<file path="src/vec_pkg.sv">
package vec_pkg;

    // element and run geometry
    parameter int DATA_W = 32;     // one vector element
    parameter int DEPTH  = 16;     // elements per run
    parameter int IDX_W  = 4;      // element index width

    // axi4-lite bus widths
    parameter int AXI_ADDR_W = 12;
    parameter int AXI_DATA_W = 32;

    // register map, byte addresses, one 32-bit word per element
    parameter logic [AXI_ADDR_W-1:0] A_BASE     = 12'h000; // operand a, write only
    parameter logic [AXI_ADDR_W-1:0] B_BASE     = 12'h040; // operand b, write only
    parameter logic [AXI_ADDR_W-1:0] RES_BASE   = 12'h080; // result data, read only
    parameter logic [AXI_ADDR_W-1:0] CTRL_ADDR  = 12'h0C0; // control and status
    parameter logic [AXI_ADDR_W-1:0] CARRY_BASE = 12'h100; // carry flag in bit 0, read only

    // ctrl register fields, mode sits in bits 1:0
    parameter int CTRL_START_BIT = 8; // write side
    parameter int CTRL_BUSY_BIT  = 8; // read side
    parameter int CTRL_DONE_BIT  = 9; // read side

    // element operation
    typedef enum logic [1:0] {
        MODE_ADD    = 2'd0, // a + b
        MODE_SUB    = 2'd1, // a - b
        MODE_PASS_B = 2'd2,
        MODE_PASS_A = 2'd3
    } mode_t;

    typedef logic [DATA_W-1:0] elem_t;

    // result word, carry is carry-out on add and borrow on sub
    typedef struct packed {
        logic [DATA_W-1:0] data;
        logic              carry;
    } result_t;

endpackage
</file>
<file path="src/vec_top.sv">
`timescale 1ns/100ps

module vec_top import vec_pkg::*; #(
    parameter int DEPTH = vec_pkg::DEPTH
) (
    input  logic                    clk,
    input  logic                    rst,
    input  logic [AXI_ADDR_W-1:0]   s_awaddr_i,
    input  logic                    s_awvalid_i,
    output logic                    s_awready_o,
    input  logic [AXI_DATA_W-1:0]   s_wdata_i,
    input  logic [AXI_DATA_W/8-1:0] s_wstrb_i,
    input  logic                    s_wvalid_i,
    output logic                    s_wready_o,
    output logic [1:0]              s_bresp_o,
    output logic                    s_bvalid_o,
    input  logic                    s_bready_i,
    input  logic [AXI_ADDR_W-1:0]   s_araddr_i,
    input  logic                    s_arvalid_i,
    output logic                    s_arready_o,
    output logic [AXI_DATA_W-1:0]   s_rdata_o,
    output logic [1:0]              s_rresp_o,
    output logic                    s_rvalid_o,
    input  logic                    s_rready_i
);

    logic             a_we;
    logic             b_we;
    logic [IDX_W-1:0] op_idx;     // host write index into a or b
    elem_t            op_data;
    logic [IDX_W-1:0] res_idx;    // host read index into results
    result_t          res_rdata;
    mode_t            mode;
    logic             start;
    logic             busy;
    logic             done;
    logic [IDX_W-1:0] rd_idx;     // run read index, both operand banks
    logic             res_we;
    logic [IDX_W-1:0] res_widx;
    elem_t            a_rdata;
    elem_t            b_rdata;
    result_t          alu_res;

    vec_axil_slave u_slave (
        .clk         (clk),
        .rst         (rst),
        .s_awaddr_i  (s_awaddr_i),
        .s_awvalid_i (s_awvalid_i),
        .s_awready_o (s_awready_o),
        .s_wdata_i   (s_wdata_i),
        .s_wstrb_i   (s_wstrb_i),
        .s_wvalid_i  (s_wvalid_i),
        .s_wready_o  (s_wready_o),
        .s_bresp_o   (s_bresp_o),
        .s_bvalid_o  (s_bvalid_o),
        .s_bready_i  (s_bready_i),
        .s_araddr_i  (s_araddr_i),
        .s_arvalid_i (s_arvalid_i),
        .s_arready_o (s_arready_o),
        .s_rdata_o   (s_rdata_o),
        .s_rresp_o   (s_rresp_o),
        .s_rvalid_o  (s_rvalid_o),
        .s_rready_i  (s_rready_i),
        .a_we_o      (a_we),
        .b_we_o      (b_we),
        .op_idx_o    (op_idx),
        .op_data_o   (op_data),
        .res_idx_o   (res_idx),
        .res_rdata_i (res_rdata),
        .mode_o      (mode),
        .start_o     (start),
        .busy_i      (busy),
        .done_i      (done)
    );

    // operand banks, written by the host and read by the run
    vec_bank #(.word_t(elem_t), .DEPTH(DEPTH)) bank_a (
        .clk     (clk),
        .we_i    (a_we),
        .waddr_i (op_idx),
        .wdata_i (op_data),
        .raddr_i (rd_idx),
        .rdata_o (a_rdata)
    );

    vec_bank #(.word_t(elem_t), .DEPTH(DEPTH)) bank_b (
        .clk     (clk),
        .we_i    (b_we),
        .waddr_i (op_idx),
        .wdata_i (op_data),
        .raddr_i (rd_idx),
        .rdata_o (b_rdata)
    );

    // results carry the flag alongside the data
    vec_bank #(.word_t(result_t), .DEPTH(DEPTH)) bank_res (
        .clk     (clk),
        .we_i    (res_we),
        .waddr_i (res_widx),
        .wdata_i (alu_res),
        .raddr_i (res_idx),
        .rdata_o (res_rdata)
    );

    vec_sequencer #(.DEPTH(DEPTH)) u_seq (
        .clk      (clk),
        .rst      (rst),
        .start_i  (start),
        .rd_idx_o (rd_idx),
        .wr_en_o  (res_we),
        .wr_idx_o (res_widx),
        .busy_o   (busy),
        .done_o   (done)
    );

    vec_lane_alu u_alu (
        .clk    (clk),
        .rst    (rst),
        .mode_i (mode),
        .a_i    (a_rdata),
        .b_i    (b_rdata),
        .res_o  (alu_res)
    );

endmodule

</file>
<file path="src/vec_lane_alu.sv">
`timescale 1ns/100ps

module vec_lane_alu import vec_pkg::*; (
    input  logic    clk,
    input  logic    rst,
    input  mode_t   mode_i,
    input  elem_t   a_i,
    input  elem_t   b_i,
    output result_t res_o
);

    logic [DATA_W:0] sum;   // msb is carry-out
    logic [DATA_W:0] diff;  // msb is borrow, set when a < b unsigned

    assign sum  = {1'b0, a_i} + {1'b0, b_i};
    assign diff = {1'b0, a_i} - {1'b0, b_i};

    always_ff @(posedge clk) begin
        if (!rst) begin
            res_o <= '0;
        end else begin
            case (mode_i)
                MODE_ADD:    res_o <= '{data: sum[DATA_W-1:0], carry: sum[DATA_W]};
                MODE_SUB:    res_o <= '{data: diff[DATA_W-1:0], carry: diff[DATA_W]};
                MODE_PASS_B: res_o <= '{data: b_i, carry: 1'b0};
                default:     res_o <= '{data: a_i, carry: 1'b0}; // pass a
            endcase
        end
    end

endmodule

</file>
<file path="src/vec_sequencer.sv">
`timescale 1ns/100ps

module vec_sequencer import vec_pkg::*; #(
    parameter int DEPTH = vec_pkg::DEPTH
) (
    input  logic             clk,
    input  logic             rst,
    input  logic             start_i,
    output logic [IDX_W-1:0] rd_idx_o,  // operand bank read index
    output logic             wr_en_o,   // result bank write
    output logic [IDX_W-1:0] wr_idx_o,
    output logic             busy_o,
    output logic             done_o
);

    localparam int CW   = $clog2(DEPTH + 2);
    localparam int LAST = DEPTH + 1;    // busy spans counts 0 .. DEPTH+1

    logic [CW-1:0]    cnt_q;
    logic             busy_q;
    logic             done_q;
    logic             issue;            // a read index goes out this cycle
    logic             issue_d1_q;       // operand data at the alu
    logic             issue_d2_q;       // alu result ready for the bank
    logic [IDX_W-1:0] idx_d1_q;
    logic [IDX_W-1:0] idx_d2_q;

    assign issue    = busy_q && (cnt_q < CW'(DEPTH));
    assign rd_idx_o = IDX_W'(cnt_q);

    always_ff @(posedge clk) begin
        if (!rst) begin
            cnt_q  <= '0;
            busy_q <= 1'b0;
            done_q <= 1'b0;
        end else if (start_i && !busy_q) begin
            cnt_q  <= '0;
            busy_q <= 1'b1;
            done_q <= 1'b0;             // done holds until the next run
        end else if (busy_q) begin
            cnt_q <= cnt_q + 1'b1;
            if (cnt_q == CW'(LAST)) begin
                busy_q <= 1'b0;
                done_q <= 1'b1;
            end
        end
    end

    // two stages match bank read latency plus the alu register
    always_ff @(posedge clk) begin
        if (!rst) begin
            issue_d1_q <= 1'b0;
            issue_d2_q <= 1'b0;
        end else begin
            issue_d1_q <= issue;
            issue_d2_q <= issue_d1_q;
        end
    end

    always_ff @(posedge clk) begin
        idx_d1_q <= rd_idx_o;
        idx_d2_q <= idx_d1_q;
    end

    assign wr_en_o  = issue_d2_q;
    assign wr_idx_o = idx_d2_q;
    assign busy_o   = busy_q;
    assign done_o   = done_q;

endmodule

</file>
<file path="src/vec_axil_slave.sv">
`timescale 1ns/100ps

module vec_axil_slave import vec_pkg::*; (
    input  logic                    clk,
    input  logic                    rst,
    // write address, data and response
    input  logic [AXI_ADDR_W-1:0]   s_awaddr_i,
    input  logic                    s_awvalid_i,
    output logic                    s_awready_o,
    input  logic [AXI_DATA_W-1:0]   s_wdata_i,
    input  logic [AXI_DATA_W/8-1:0] s_wstrb_i,   // byte strobes ignored, writes are word wide
    input  logic                    s_wvalid_i,
    output logic                    s_wready_o,
    output logic [1:0]              s_bresp_o,
    output logic                    s_bvalid_o,
    input  logic                    s_bready_i,
    // read address and data
    input  logic [AXI_ADDR_W-1:0]   s_araddr_i,
    input  logic                    s_arvalid_i,
    output logic                    s_arready_o,
    output logic [AXI_DATA_W-1:0]   s_rdata_o,
    output logic [1:0]              s_rresp_o,
    output logic                    s_rvalid_o,
    input  logic                    s_rready_i,
    // operand bank write ports
    output logic                    a_we_o,
    output logic                    b_we_o,
    output logic [IDX_W-1:0]        op_idx_o,
    output elem_t                   op_data_o,
    // result bank read port
    output logic [IDX_W-1:0]        res_idx_o,
    input  result_t                 res_rdata_i,
    // run control
    output mode_t                   mode_o,
    output logic                    start_o,
    input  logic                    busy_i,
    input  logic                    done_i
);

    localparam logic [1:0] RESP_OKAY   = 2'b00;
    localparam logic [1:0] RESP_SLVERR = 2'b10;
    localparam int         WIN_LSB     = IDX_W + 2; // each window spans 2**IDX_W words

    // what the r channel returns for the accepted read
    typedef enum logic [1:0] {
        SEL_RES,
        SEL_CARRY,
        SEL_CTRL,
        SEL_ERR
    } rsel_t;

    // address falls in the element window starting at base
    function automatic logic in_win(input logic [AXI_ADDR_W-1:0] addr,
                                    input logic [AXI_ADDR_W-1:0] base);
        return addr[AXI_ADDR_W-1:WIN_LSB] == base[AXI_ADDR_W-1:WIN_LSB];
    endfunction

    logic                  aw_hs;     // aw and w taken together
    logic                  wr_a;
    logic                  wr_b;
    logic                  wr_ctrl;
    logic                  wr_ok;     // mapped, writable and idle
    logic                  bvalid_q;
    logic [1:0]            bresp_q;
    mode_t                 mode_q;

    logic                  ar_hs;
    rsel_t                 rsel_d;
    rsel_t                 rsel_q;    // read-select tag, one cycle behind the address
    logic [IDX_W-1:0]      ridx_q;    // index of the pending read
    logic [AXI_DATA_W-1:0] ctrl_word;
    logic [AXI_DATA_W-1:0] ctrl_q;    // status sampled at acceptance
    logic                  rvalid_q;

    // write path
    assign aw_hs       = s_awvalid_i && s_wvalid_i && !bvalid_q;
    assign s_awready_o = aw_hs;
    assign s_wready_o  = aw_hs;

    assign wr_a    = in_win(s_awaddr_i, A_BASE);
    assign wr_b    = in_win(s_awaddr_i, B_BASE);
    assign wr_ctrl = s_awaddr_i[AXI_ADDR_W-1:2] == CTRL_ADDR[AXI_ADDR_W-1:2];
    assign wr_ok   = (wr_a || wr_b || wr_ctrl) && !busy_i; // nothing changes during a run

    assign a_we_o    = aw_hs && wr_ok && wr_a;
    assign b_we_o    = aw_hs && wr_ok && wr_b;
    assign op_idx_o  = s_awaddr_i[WIN_LSB-1:2];
    assign op_data_o = s_wdata_i;
    assign start_o   = aw_hs && wr_ok && wr_ctrl && s_wdata_i[CTRL_START_BIT]; // single cycle

    always_ff @(posedge clk) begin
        if (!rst) begin
            bvalid_q <= 1'b0;
            mode_q   <= MODE_ADD;
        end else begin
            if (aw_hs) begin
                bvalid_q <= 1'b1;
            end else if (s_bready_i) begin
                bvalid_q <= 1'b0;
            end
            if (aw_hs && wr_ok && wr_ctrl) begin
                mode_q <= mode_t'(s_wdata_i[$bits(mode_t)-1:0]);
            end
        end
    end

    always_ff @(posedge clk) begin
        if (aw_hs) begin
            bresp_q <= wr_ok ? RESP_OKAY : RESP_SLVERR;
        end
    end

    assign s_bvalid_o = bvalid_q;
    assign s_bresp_o  = bresp_q;
    assign mode_o     = mode_q;

    // read path
    assign s_arready_o = !rvalid_q;
    assign ar_hs       = s_arvalid_i && !rvalid_q;

    always_comb begin
        if (in_win(s_araddr_i, RES_BASE)) begin
            rsel_d = SEL_RES;
        end else if (in_win(s_araddr_i, CARRY_BASE)) begin
            rsel_d = SEL_CARRY;
        end else if (s_araddr_i[AXI_ADDR_W-1:2] == CTRL_ADDR[AXI_ADDR_W-1:2]) begin
            rsel_d = SEL_CTRL;
        end else begin
            rsel_d = SEL_ERR; // operand windows are write only
        end
    end

    always_comb begin
        ctrl_word                 = '0;
        ctrl_word[1:0]            = mode_q;
        ctrl_word[CTRL_BUSY_BIT]  = busy_i;
        ctrl_word[CTRL_DONE_BIT]  = done_i;
    end

    // bank keeps re-reading the pending index so data holds under rready stall
    assign res_idx_o = ar_hs ? s_araddr_i[WIN_LSB-1:2] : ridx_q;

    always_ff @(posedge clk) begin
        if (!rst) begin
            rvalid_q <= 1'b0;
        end else if (ar_hs) begin
            rvalid_q <= 1'b1;        // bank data lands next cycle
        end else if (s_rready_i) begin
            rvalid_q <= 1'b0;
        end
    end

    always_ff @(posedge clk) begin
        if (ar_hs) begin
            rsel_q <= rsel_d;
            ridx_q <= s_araddr_i[WIN_LSB-1:2];
            ctrl_q <= ctrl_word;
        end
    end

    always_comb begin
        case (rsel_q)
            SEL_RES:   s_rdata_o = res_rdata_i.data;
            SEL_CARRY: s_rdata_o = AXI_DATA_W'(res_rdata_i.carry);
            SEL_CTRL:  s_rdata_o = ctrl_q;
            default:   s_rdata_o = '0;
        endcase
    end

    assign s_rresp_o  = (rsel_q == SEL_ERR) ? RESP_SLVERR : RESP_OKAY;
    assign s_rvalid_o = rvalid_q;

endmodule

</file>
<file path="src/vec_bank.sv">
`timescale 1ns/100ps

module vec_bank import vec_pkg::*; #(
    parameter type word_t = elem_t,
    parameter int  DEPTH  = vec_pkg::DEPTH
) (
    input  logic             clk,
    input  logic             we_i,     // write port
    input  logic [IDX_W-1:0] waddr_i,
    input  word_t            wdata_i,
    input  logic [IDX_W-1:0] raddr_i,  // read port, one cycle latency
    output word_t            rdata_o
);

    // only the low index bits select a word when the bank is shallower than the map
    localparam int AW = (DEPTH > 1) ? $clog2(DEPTH) : 1;

    word_t mem [DEPTH];

    always_ff @(posedge clk) begin
        if (we_i) begin
            mem[waddr_i[AW-1:0]] <= wdata_i;
        end
        // no bypass, the run never reads and writes one index in the same cycle
        rdata_o <= mem[raddr_i[AW-1:0]];
    end

endmodule

</file>
<file path="config.mk">
export PLATFORM = sky130hd
export DESIGN_NAME = vec_top
export DESIGN_NICKNAME = d
export VERILOG_FILES = /design/src/vec_pkg.sv /design/src/vec_top.sv /design/src/vec_lane_alu.sv /design/src/vec_sequencer.sv /design/src/vec_axil_slave.sv /design/src/vec_bank.sv
export SDC_FILE = /design/constraint.sdc
export NUM_CORES = 2
export LEC_CHECK = 0
export BUFFER_PORTS_ARGS = -buffer_cell sky130_fd_sc_hd__buf_4
export CORE_MARGIN = 2
export CORE_UTILIZATION = 50
export CTS_CLUSTER_SIZE = 14
export DETAILED_ROUTE_END_ITERATION = 8
export PLACE_DENSITY = 0.78
export SETUP_SLACK_MARGIN = 0.1
export SLEW_MARGIN = 20
export SYNTH_ARGS = -nofsm -noshare
export SYNTH_HDL_FRONTEND = slang
export SYNTH_SLANG_ARGS = --single-unit
</file>
<file path="constraint.sdc">
create_clock -name clk -period 4.9 [get_ports clk]
set_clock_uncertainty 0.05 [all_clocks]
set_input_delay 1.225 -clock clk [delete_from_list [all_inputs] [get_ports clk]]
set_output_delay 1.225 -clock clk [all_outputs]
set_load 0.005 [all_outputs]
</file>
Word level (Yosys, flattened, before mapping)
Memories as Yosys holds them, arrays and structs flattened. A register that Yosys moved wholly into a read port is not among the register bits.
Cells that the tools add are included.

storage, ports and cells
  memories = 3
  word-level logic and storage cells = 80
  register bits = 66
  bits of input ports = 67
  output and inout bits = 41
  bits in writable memories = 1552

memories
  name          words  width  read ports  clocked after Yosys merged registers in  wr ports  line            text
  bank_res.mem  16     33     1           1                                        1         vec_bank.sv:18  word_t mem [DEPTH];
  bank_a.mem    16     32     1           1                                        1         vec_bank.sv:18
  bank_b.mem    16     32     1           1                                        1         vec_bank.sv:18

cells by class
  $lt $le $gt $ge = 1
  reduce and logical (&&, ||, !) cells = 24
  add/sub/neg operators = 3
  equal/unequal tests = 11
  muxes and demuxes = 20
  bitwise logic cells = 1

operator list
  kind                                            number
  one-hot mux 33 bit (3 select lines)             1
  one-hot mux 32 bit (3 select lines)             1
  adder 32 x 32 -> 33 bit                         1
  subtractor 32 x 32 -> 33 bit                    1
  == test 10 x 6 -> 1 bit, second input constant  2
  two-way mux 1 bit                               15
  logical AND 1 bit                               11
  == test 2 bit, second input constant            3
  == test 6 x 1 -> 1 bit, second input constant   1
  == test 6 x 2 -> 1 bit, second input constant   1
  == test 6 x 3 -> 1 bit, second input constant   1
  zero test 6 bit                                 1
  adder 5 x 1 -> 5 bit, second input constant     1
  == test 5 bit, second input constant            1
  < comparator 5 bit, second input constant       1
  == test 2 x 1 -> 1 bit, second input constant   2
  zero test 2 bit                                 2
  two-way mux 2 bit                               2
  two-way mux 4 bit                               1
  nonzero test 2 bit                              2
  OR reduction 2 bit                              2
  zero test 1 bit                                 3
  logical OR 1 bit                                2
  AND reduction 2 bit                             1
  NOT 1 bit                                       1

Longest topological paths before layout
  depth after elaboration = 9
  gate-level depth with buffers = 12
  depth with buffers taken out = 12

Cells and area by module
A second synthesis with hierarchy kept.

second synthesis, totals
  cell total of the unflattened synthesis = 3441
  area total of the unflattened synthesis = 67184.4 um2

by module, submodules not included
  module                  cells an instance  seq. area each (um2)  area each (um2)  instances
  vec_bank at bank_a ...  838                16015.4               19854.0          2
  vec_bank at bank_res    864                16515.8               20631.0          1
  vec_lane_alu            723                660.6                 5121.2           1
  vec_axil_slave          131                370.4                 1168.6           1
  vec_sequencer           47                 340.3                 555.5            1

Worst setup path before layout
OpenSTA, ideal clock, no wires.

  kind = input port to flip-flop
  start point = in s_awaddr_i[11]
  end point = mem bank_a.mem[11][0] (netlist name), enable pin
  arrival = 3.833 ns
  path buffers = 0
  library setup time = 0.421 ns
  data required time = 4.429 ns
  slack = 0.596 ns
  stages on the path = 6
  path through = or4_1 -> nor2_1 -> nand2_1 -> nor3_1 -> nand3_1 -> nor2_1

on the way
  word-level cells in the longest chain between the ends = 8
  elaborated cells on any way between the ends = 10
  classes of those cells = eq/ne (2); mux (2); reduce/logical (6)

RTL lines
  item                                                              line                  text
  from (decl)                                                       vec_top.sv:8          input logic [AXI_ADDR_W-1:0] s_awaddr_i,
  == test 6 x 1 -> 1 bit / zero test 6 bit (equally long branches)  vec_axil_slave.sv:55  return addr[AXI_ADDR_W-1:WIN_LSB] == base[AXI_ADDR_W-1:WIN_LSB];
  logical OR 1 bit (2 in a row)                                     vec_axil_slave.sv:83  assign wr_ok = (wr_a || wr_b || wr_ctrl) && !busy_i;
  logical AND 1 bit                                                 vec_axil_slave.sv:83
  logical AND 1 bit                                                 vec_axil_slave.sv:85  assign a_we_o = aw_hs && wr_ok && wr_a;
  logical AND 1 bit *                                               vec_axil_slave.sv:85
  two-way mux 1 bit *                                               vec_bank.sv:21        if (we_i) begin
  two-way mux 1 bit (implied by the code) *                         vec_bank.sv:22        mem[waddr_i[AW-1:0]] <= wdata_i;
  to (decl)                                                         vec_bank.sv:18

Every way passes the cells marked *; elsewhere a longest branch is shown, timed or not.

Worst setup path after layout
  start point = reg bank_a.rdata_o[1] (netlist name) (read register of bank_a.mem)
  end point = reg u_alu.res_o[0] (netlist name)

on the way
  word-level cells in the longest chain between the ends = 2
  elaborated cells on any way between the ends = 3
  classes of those cells = add/sub (2); mux (1)

RTL lines
  item                                                                            line                                    text
  from (decl)                                                                     vec_bank.sv:12                          output word_t rdata_o
  subtractor 32 x 32 -> 33 bit / adder 32 x 32 -> 33 bit (equally long branches)  vec_lane_alu.sv:16, vec_lane_alu.sv:15
  one-hot mux 33 bit (3 select lines) *                                           vec_lane_alu.sv:22                      case (mode_i)
  to (signal assigned)                                                            vec_lane_alu.sv:23                      MODE_ADD: res_o <= '{data: sum[DATA_W-1:0], carry: sum[DATA_W]};
  to (signal assigned)                                                            vec_lane_alu.sv:24                      MODE_SUB: res_o <= '{data: diff[DATA_W-1:0], carry: diff[DATA_W]};
  to (signal assigned)                                                            vec_lane_alu.sv:25                      MODE_PASS_B: res_o <= '{data: b_i, carry: 1'b0};
  to (decl)                                                                       vec_lane_alu.sv:9                       output result_t res_o

Marked as above.
A chain may end at the register's enable or synchronous reset.

==> impl_metrics.py <==
metrics = {
    "clock_network": {
        "clkSinkCount": 1714,
        "numCtsBuffers": 162,
        "ctsResizeCount": 0,
        "htree_levels": 4,
        "clock_path_buffers": 3,
        "hold_buffers": 0,
        "cts_tree": "built",
        "post_cts_buffers": 0,
        "root_buffer": "clkbuf_16",
        "clk_latency_ns": 0.79,
        "clk_pin_slew_ns": 0.06,
    },
    "floorplanning": {
        "io_pins": 108,
        "dieWidth_um": 372,
        "dieHeight_um": 372,
        "std_cell_rows": 134,
        "core_area_um2": 134000,
        "die_area_um2": 138000,
        "start_util_pct": 50.5,
    },
    "min_path": {
        "holdCritPathClass": "reg -> reg",
        "whs_path_depth": 0,
        "hold_end": "u_seq.wr_idx_o[3]",
        "hp-start": "u_seq.idx_d1_q[3]",
    },
    "cells_and_area": {
        "fin_nets": 4291,
        "layout.cells.non_filler": 6065,
        "drive_gt1_share_pct": 19.6,
        "fillers": 9608,
        "area_growth_pct": 13.0,
        "final_common_cell": "edfxtp_1",
        "mostFrequentLayoutCells": "edfxtp_1, nand2_1, mux4_2",
    },
    "timing": {
        "setup_viol": 0,
        "fin_crit_ns": 3.72,
        "tightest_slew_ns": 1.04,
        "fin_hold_ws_ns": 0.259,
        "tns_ns": 0,
        "fmax_mhz": 269,
        "fin_crit_sh_pct": 75.9,
        "finalHoldViolCount": 0,
        "rsz0062_at_grt": "false",
        "slew-limit-headroom_pct": 30.6,
        "drv_slew": 0,
        "finalWorstSetupSlack_ns": 1.18,
    },
    "grt": {
        "grt_use_met2_pct": 41.9,
        "grt_util_met1_pct": 31.8,
        "grt_pass1_wl_um": 246000,
        "grt_use_total_pct": 24.4,
        "grt_pass1_vias": 37400,
        "grt_overflow": 0,
        "grt_max_degree": 156,
        "grt_util_met3_pct": 4.11,
        "antenna_found_initial": 17,
        "grt_busiest_layer": "met2",
    },
    "setup_path": {
        "reg2reg_to": "u_alu.res_o[0]",
        "worstSetupPathType": "reg -> reg",
        "worst-r2r-setup-slack_ns": 1.18,
        "crit_path_start_kind": "flip-flop",
        "cp.arrival_ns": 4.28,
        "cp_max_fo": 3,
        "reg2reg_depth": 10,
        "crit_path_end_kind": "flip-flop",
        "r2r_start": "bank_a.rdata_o[1]",
        "worstPathRequired_ns": 5.46,
    },
    "synthesis": {
        "synth_compound_gate_area_share_pct": 3.78,
        "synth-seq-cells": 1714,
        "synth_edf_count": 1559,
        "syn_avg_cell_area_um2": 16.9,
        "synthAdderAreaFrac_pct": 1.28,
        "synthFlopType": "edfxtp_1",
        "synth_area_leaders": "edfxtp_1, mux4_2, dfxtp_1",
        "synth-xor-area-share_pct": 0.389,
        "synth_top_family_by_area": "multiplexers",
        "synth.distinct_cells": 77,
        "synth_top_area_cell": "edfxtp_1",
        "synth_top_cell_area_share_pct": 69.3,
        "ys.warnings.count": 0,
        "syn-cell-area_um2": 67600,
        "async_flop_share_pct": 0,
        "yosys.area_share.simple_pct": 7.89,
        "syn_inst": 4006,
        "synth.area.mux_share_pct": 11.0,
        "yosysSeqAreaShare_pct": 73.9,
    },
    "run_status": {
        "run_status": "complete, no violations",
    },
    "placement": {
        "post-place-ws_ns": 0.533,
        "port_buffers": 97,
        "dp.cells": 5760,
        "routabilityCongestion": 0.900,
        "dp_hpwl_um": 91700,
    },
    "power_and_ir_drop": {
        "irDropWorstVdd_uv": 478,
        "p_per_area_nw_per_um2": 388,
        "total_power_mw": 29.6,
        "p_leak_nw": 24.9,
    },
    "detailed_routing": {
        "routedWlPerCell_um": 27.5,
        "postRouteAntennaNets": 0,
        "drc": 0,
        "initialDrtViolationCount": 4694,
        "drt_pre_antenna_iters": 5,
        "viasPerCell": 6.15,
        "via_count": 37300,
        "wirelength_um": 167000,
    },
    "flow_run": {
        "cap_viol_max_count": 0,
    },
}
-- power breakdown --
part           internal (mW)  switching [mW]  total, mW
logic                  0.374           0.898       1.27
registers               16.0          0.0733       16.1
clock network           6.81            5.46       12.3
total                   23.2            6.43       29.6
-- layout make-up --
cell class / instances / area (um2) / area share (%)
diodes: 6 / 15.0 / 0.0197
clock buffers: 214 / 4360 / 5.71
clock inverters: 85 / 803 / 1.05
inverters: 69 / 267 / 0.349
multi-input cells: 1997 / 16800 / 22.0
flip-flops and latches: 1714 / 49900 / 65.4
well taps: 1768 / 2210 / 2.90
repair buffers: 212 / 1930 / 2.53
-- synth_stat cells (59+ instances only) --
library cell and n:
clkbuf_1 133, mux4_2 321, a21oi_1 78, a311oi_1 66, inv_1 59, dfxtp_1 155, nand2_1 619, nand3_1 276
nor2_1 111, edfxtp_1 1559, ha_1 66, buf_2 67
-- worst max-delay path, cell delays in order (launching register included) --
cell	delay, ns
dfxtp_1	0.54
inv_1	0.18
fa_1	0.47
o21bai_1	0.23
a2111oi_0	0.17
o211ai_1	0.42
nand4b_1	0.33
a31oi_4	0.30
o221ai_2	0.14
or3_1	0.31
a31oi_1	0.39
-- flip-flops by register name (all words and copies together) (netlist names), 2 cells and up --
name and flops:
bank_res.mem 528, bank_a.mem 512, bank_b.mem 512, bank_res.rdata_o 33, u_alu.res_o 33, bank_a.rdata_o 32, bank_b.rdata_o 32, u_seq.cnt_q 5
u_seq.idx_d1_q 4, u_seq.wr_idx_o 4, u_slave.ctrl_q 4, u_slave.ridx_q 4, u_slave.mode_o 2, u_slave.rsel_q 2
-- cells by family (layout without fill, tap and decap cells) --
logic type | Yosys count | in the layout
flops | 1714 | 1714
fa+ha+maj | 68 | 68
compound gates | 366 | 366
mux | 339 | 339
xor+xnor | 30 | 30
other cells | 1 | 8
simple gates | 1192 | 1192
buf+inv | 296 | 580
-- routing by layer --
metal / part of all wire (%) / wire [um]
met5: 0.051 / 85
met4: 2.8 / 4720
met3: 8.9 / 14800
met2: 51 / 85400
met1: 37 / 61900
-- worst max-delay path by stage --
stage                                 start                 end  slack [ns]  cells after the start
after floorplan              s_awaddr_i[11]   bank_a.mem[11][0]        0.60                      6
after global placement       s_awaddr_i[11]  bank_a.mem[15][11]        0.59                      8
after detailed placement     s_awaddr_i[11]  bank_a.mem[15][10]        0.53                      8
after CTS                 bank_a.rdata_o[1]      u_alu.res_o[0]        1.20                     10
after global routing      bank_a.rdata_o[1]      u_alu.res_o[0]        1.03                     10
final                     bank_a.rdata_o[1]      u_alu.res_o[0]        1.18                     10
-- metrics by stage --
| step | area [um2] | utilization (%) |
|---|---|---|
| 2_1_floorplan | 67600 | - |
| 3_3_place_gp | 71200 | 53.2 |
| 3_5_place_dp | 71200 | 53.2 |
| 4_1_cts | 76300 | 57.1 |
| 5_1_grt | 76300 | 57.1 |
| 6_report | 76300 | 57.1 |
Note: power is estimated with default switching activity, not from simulation.
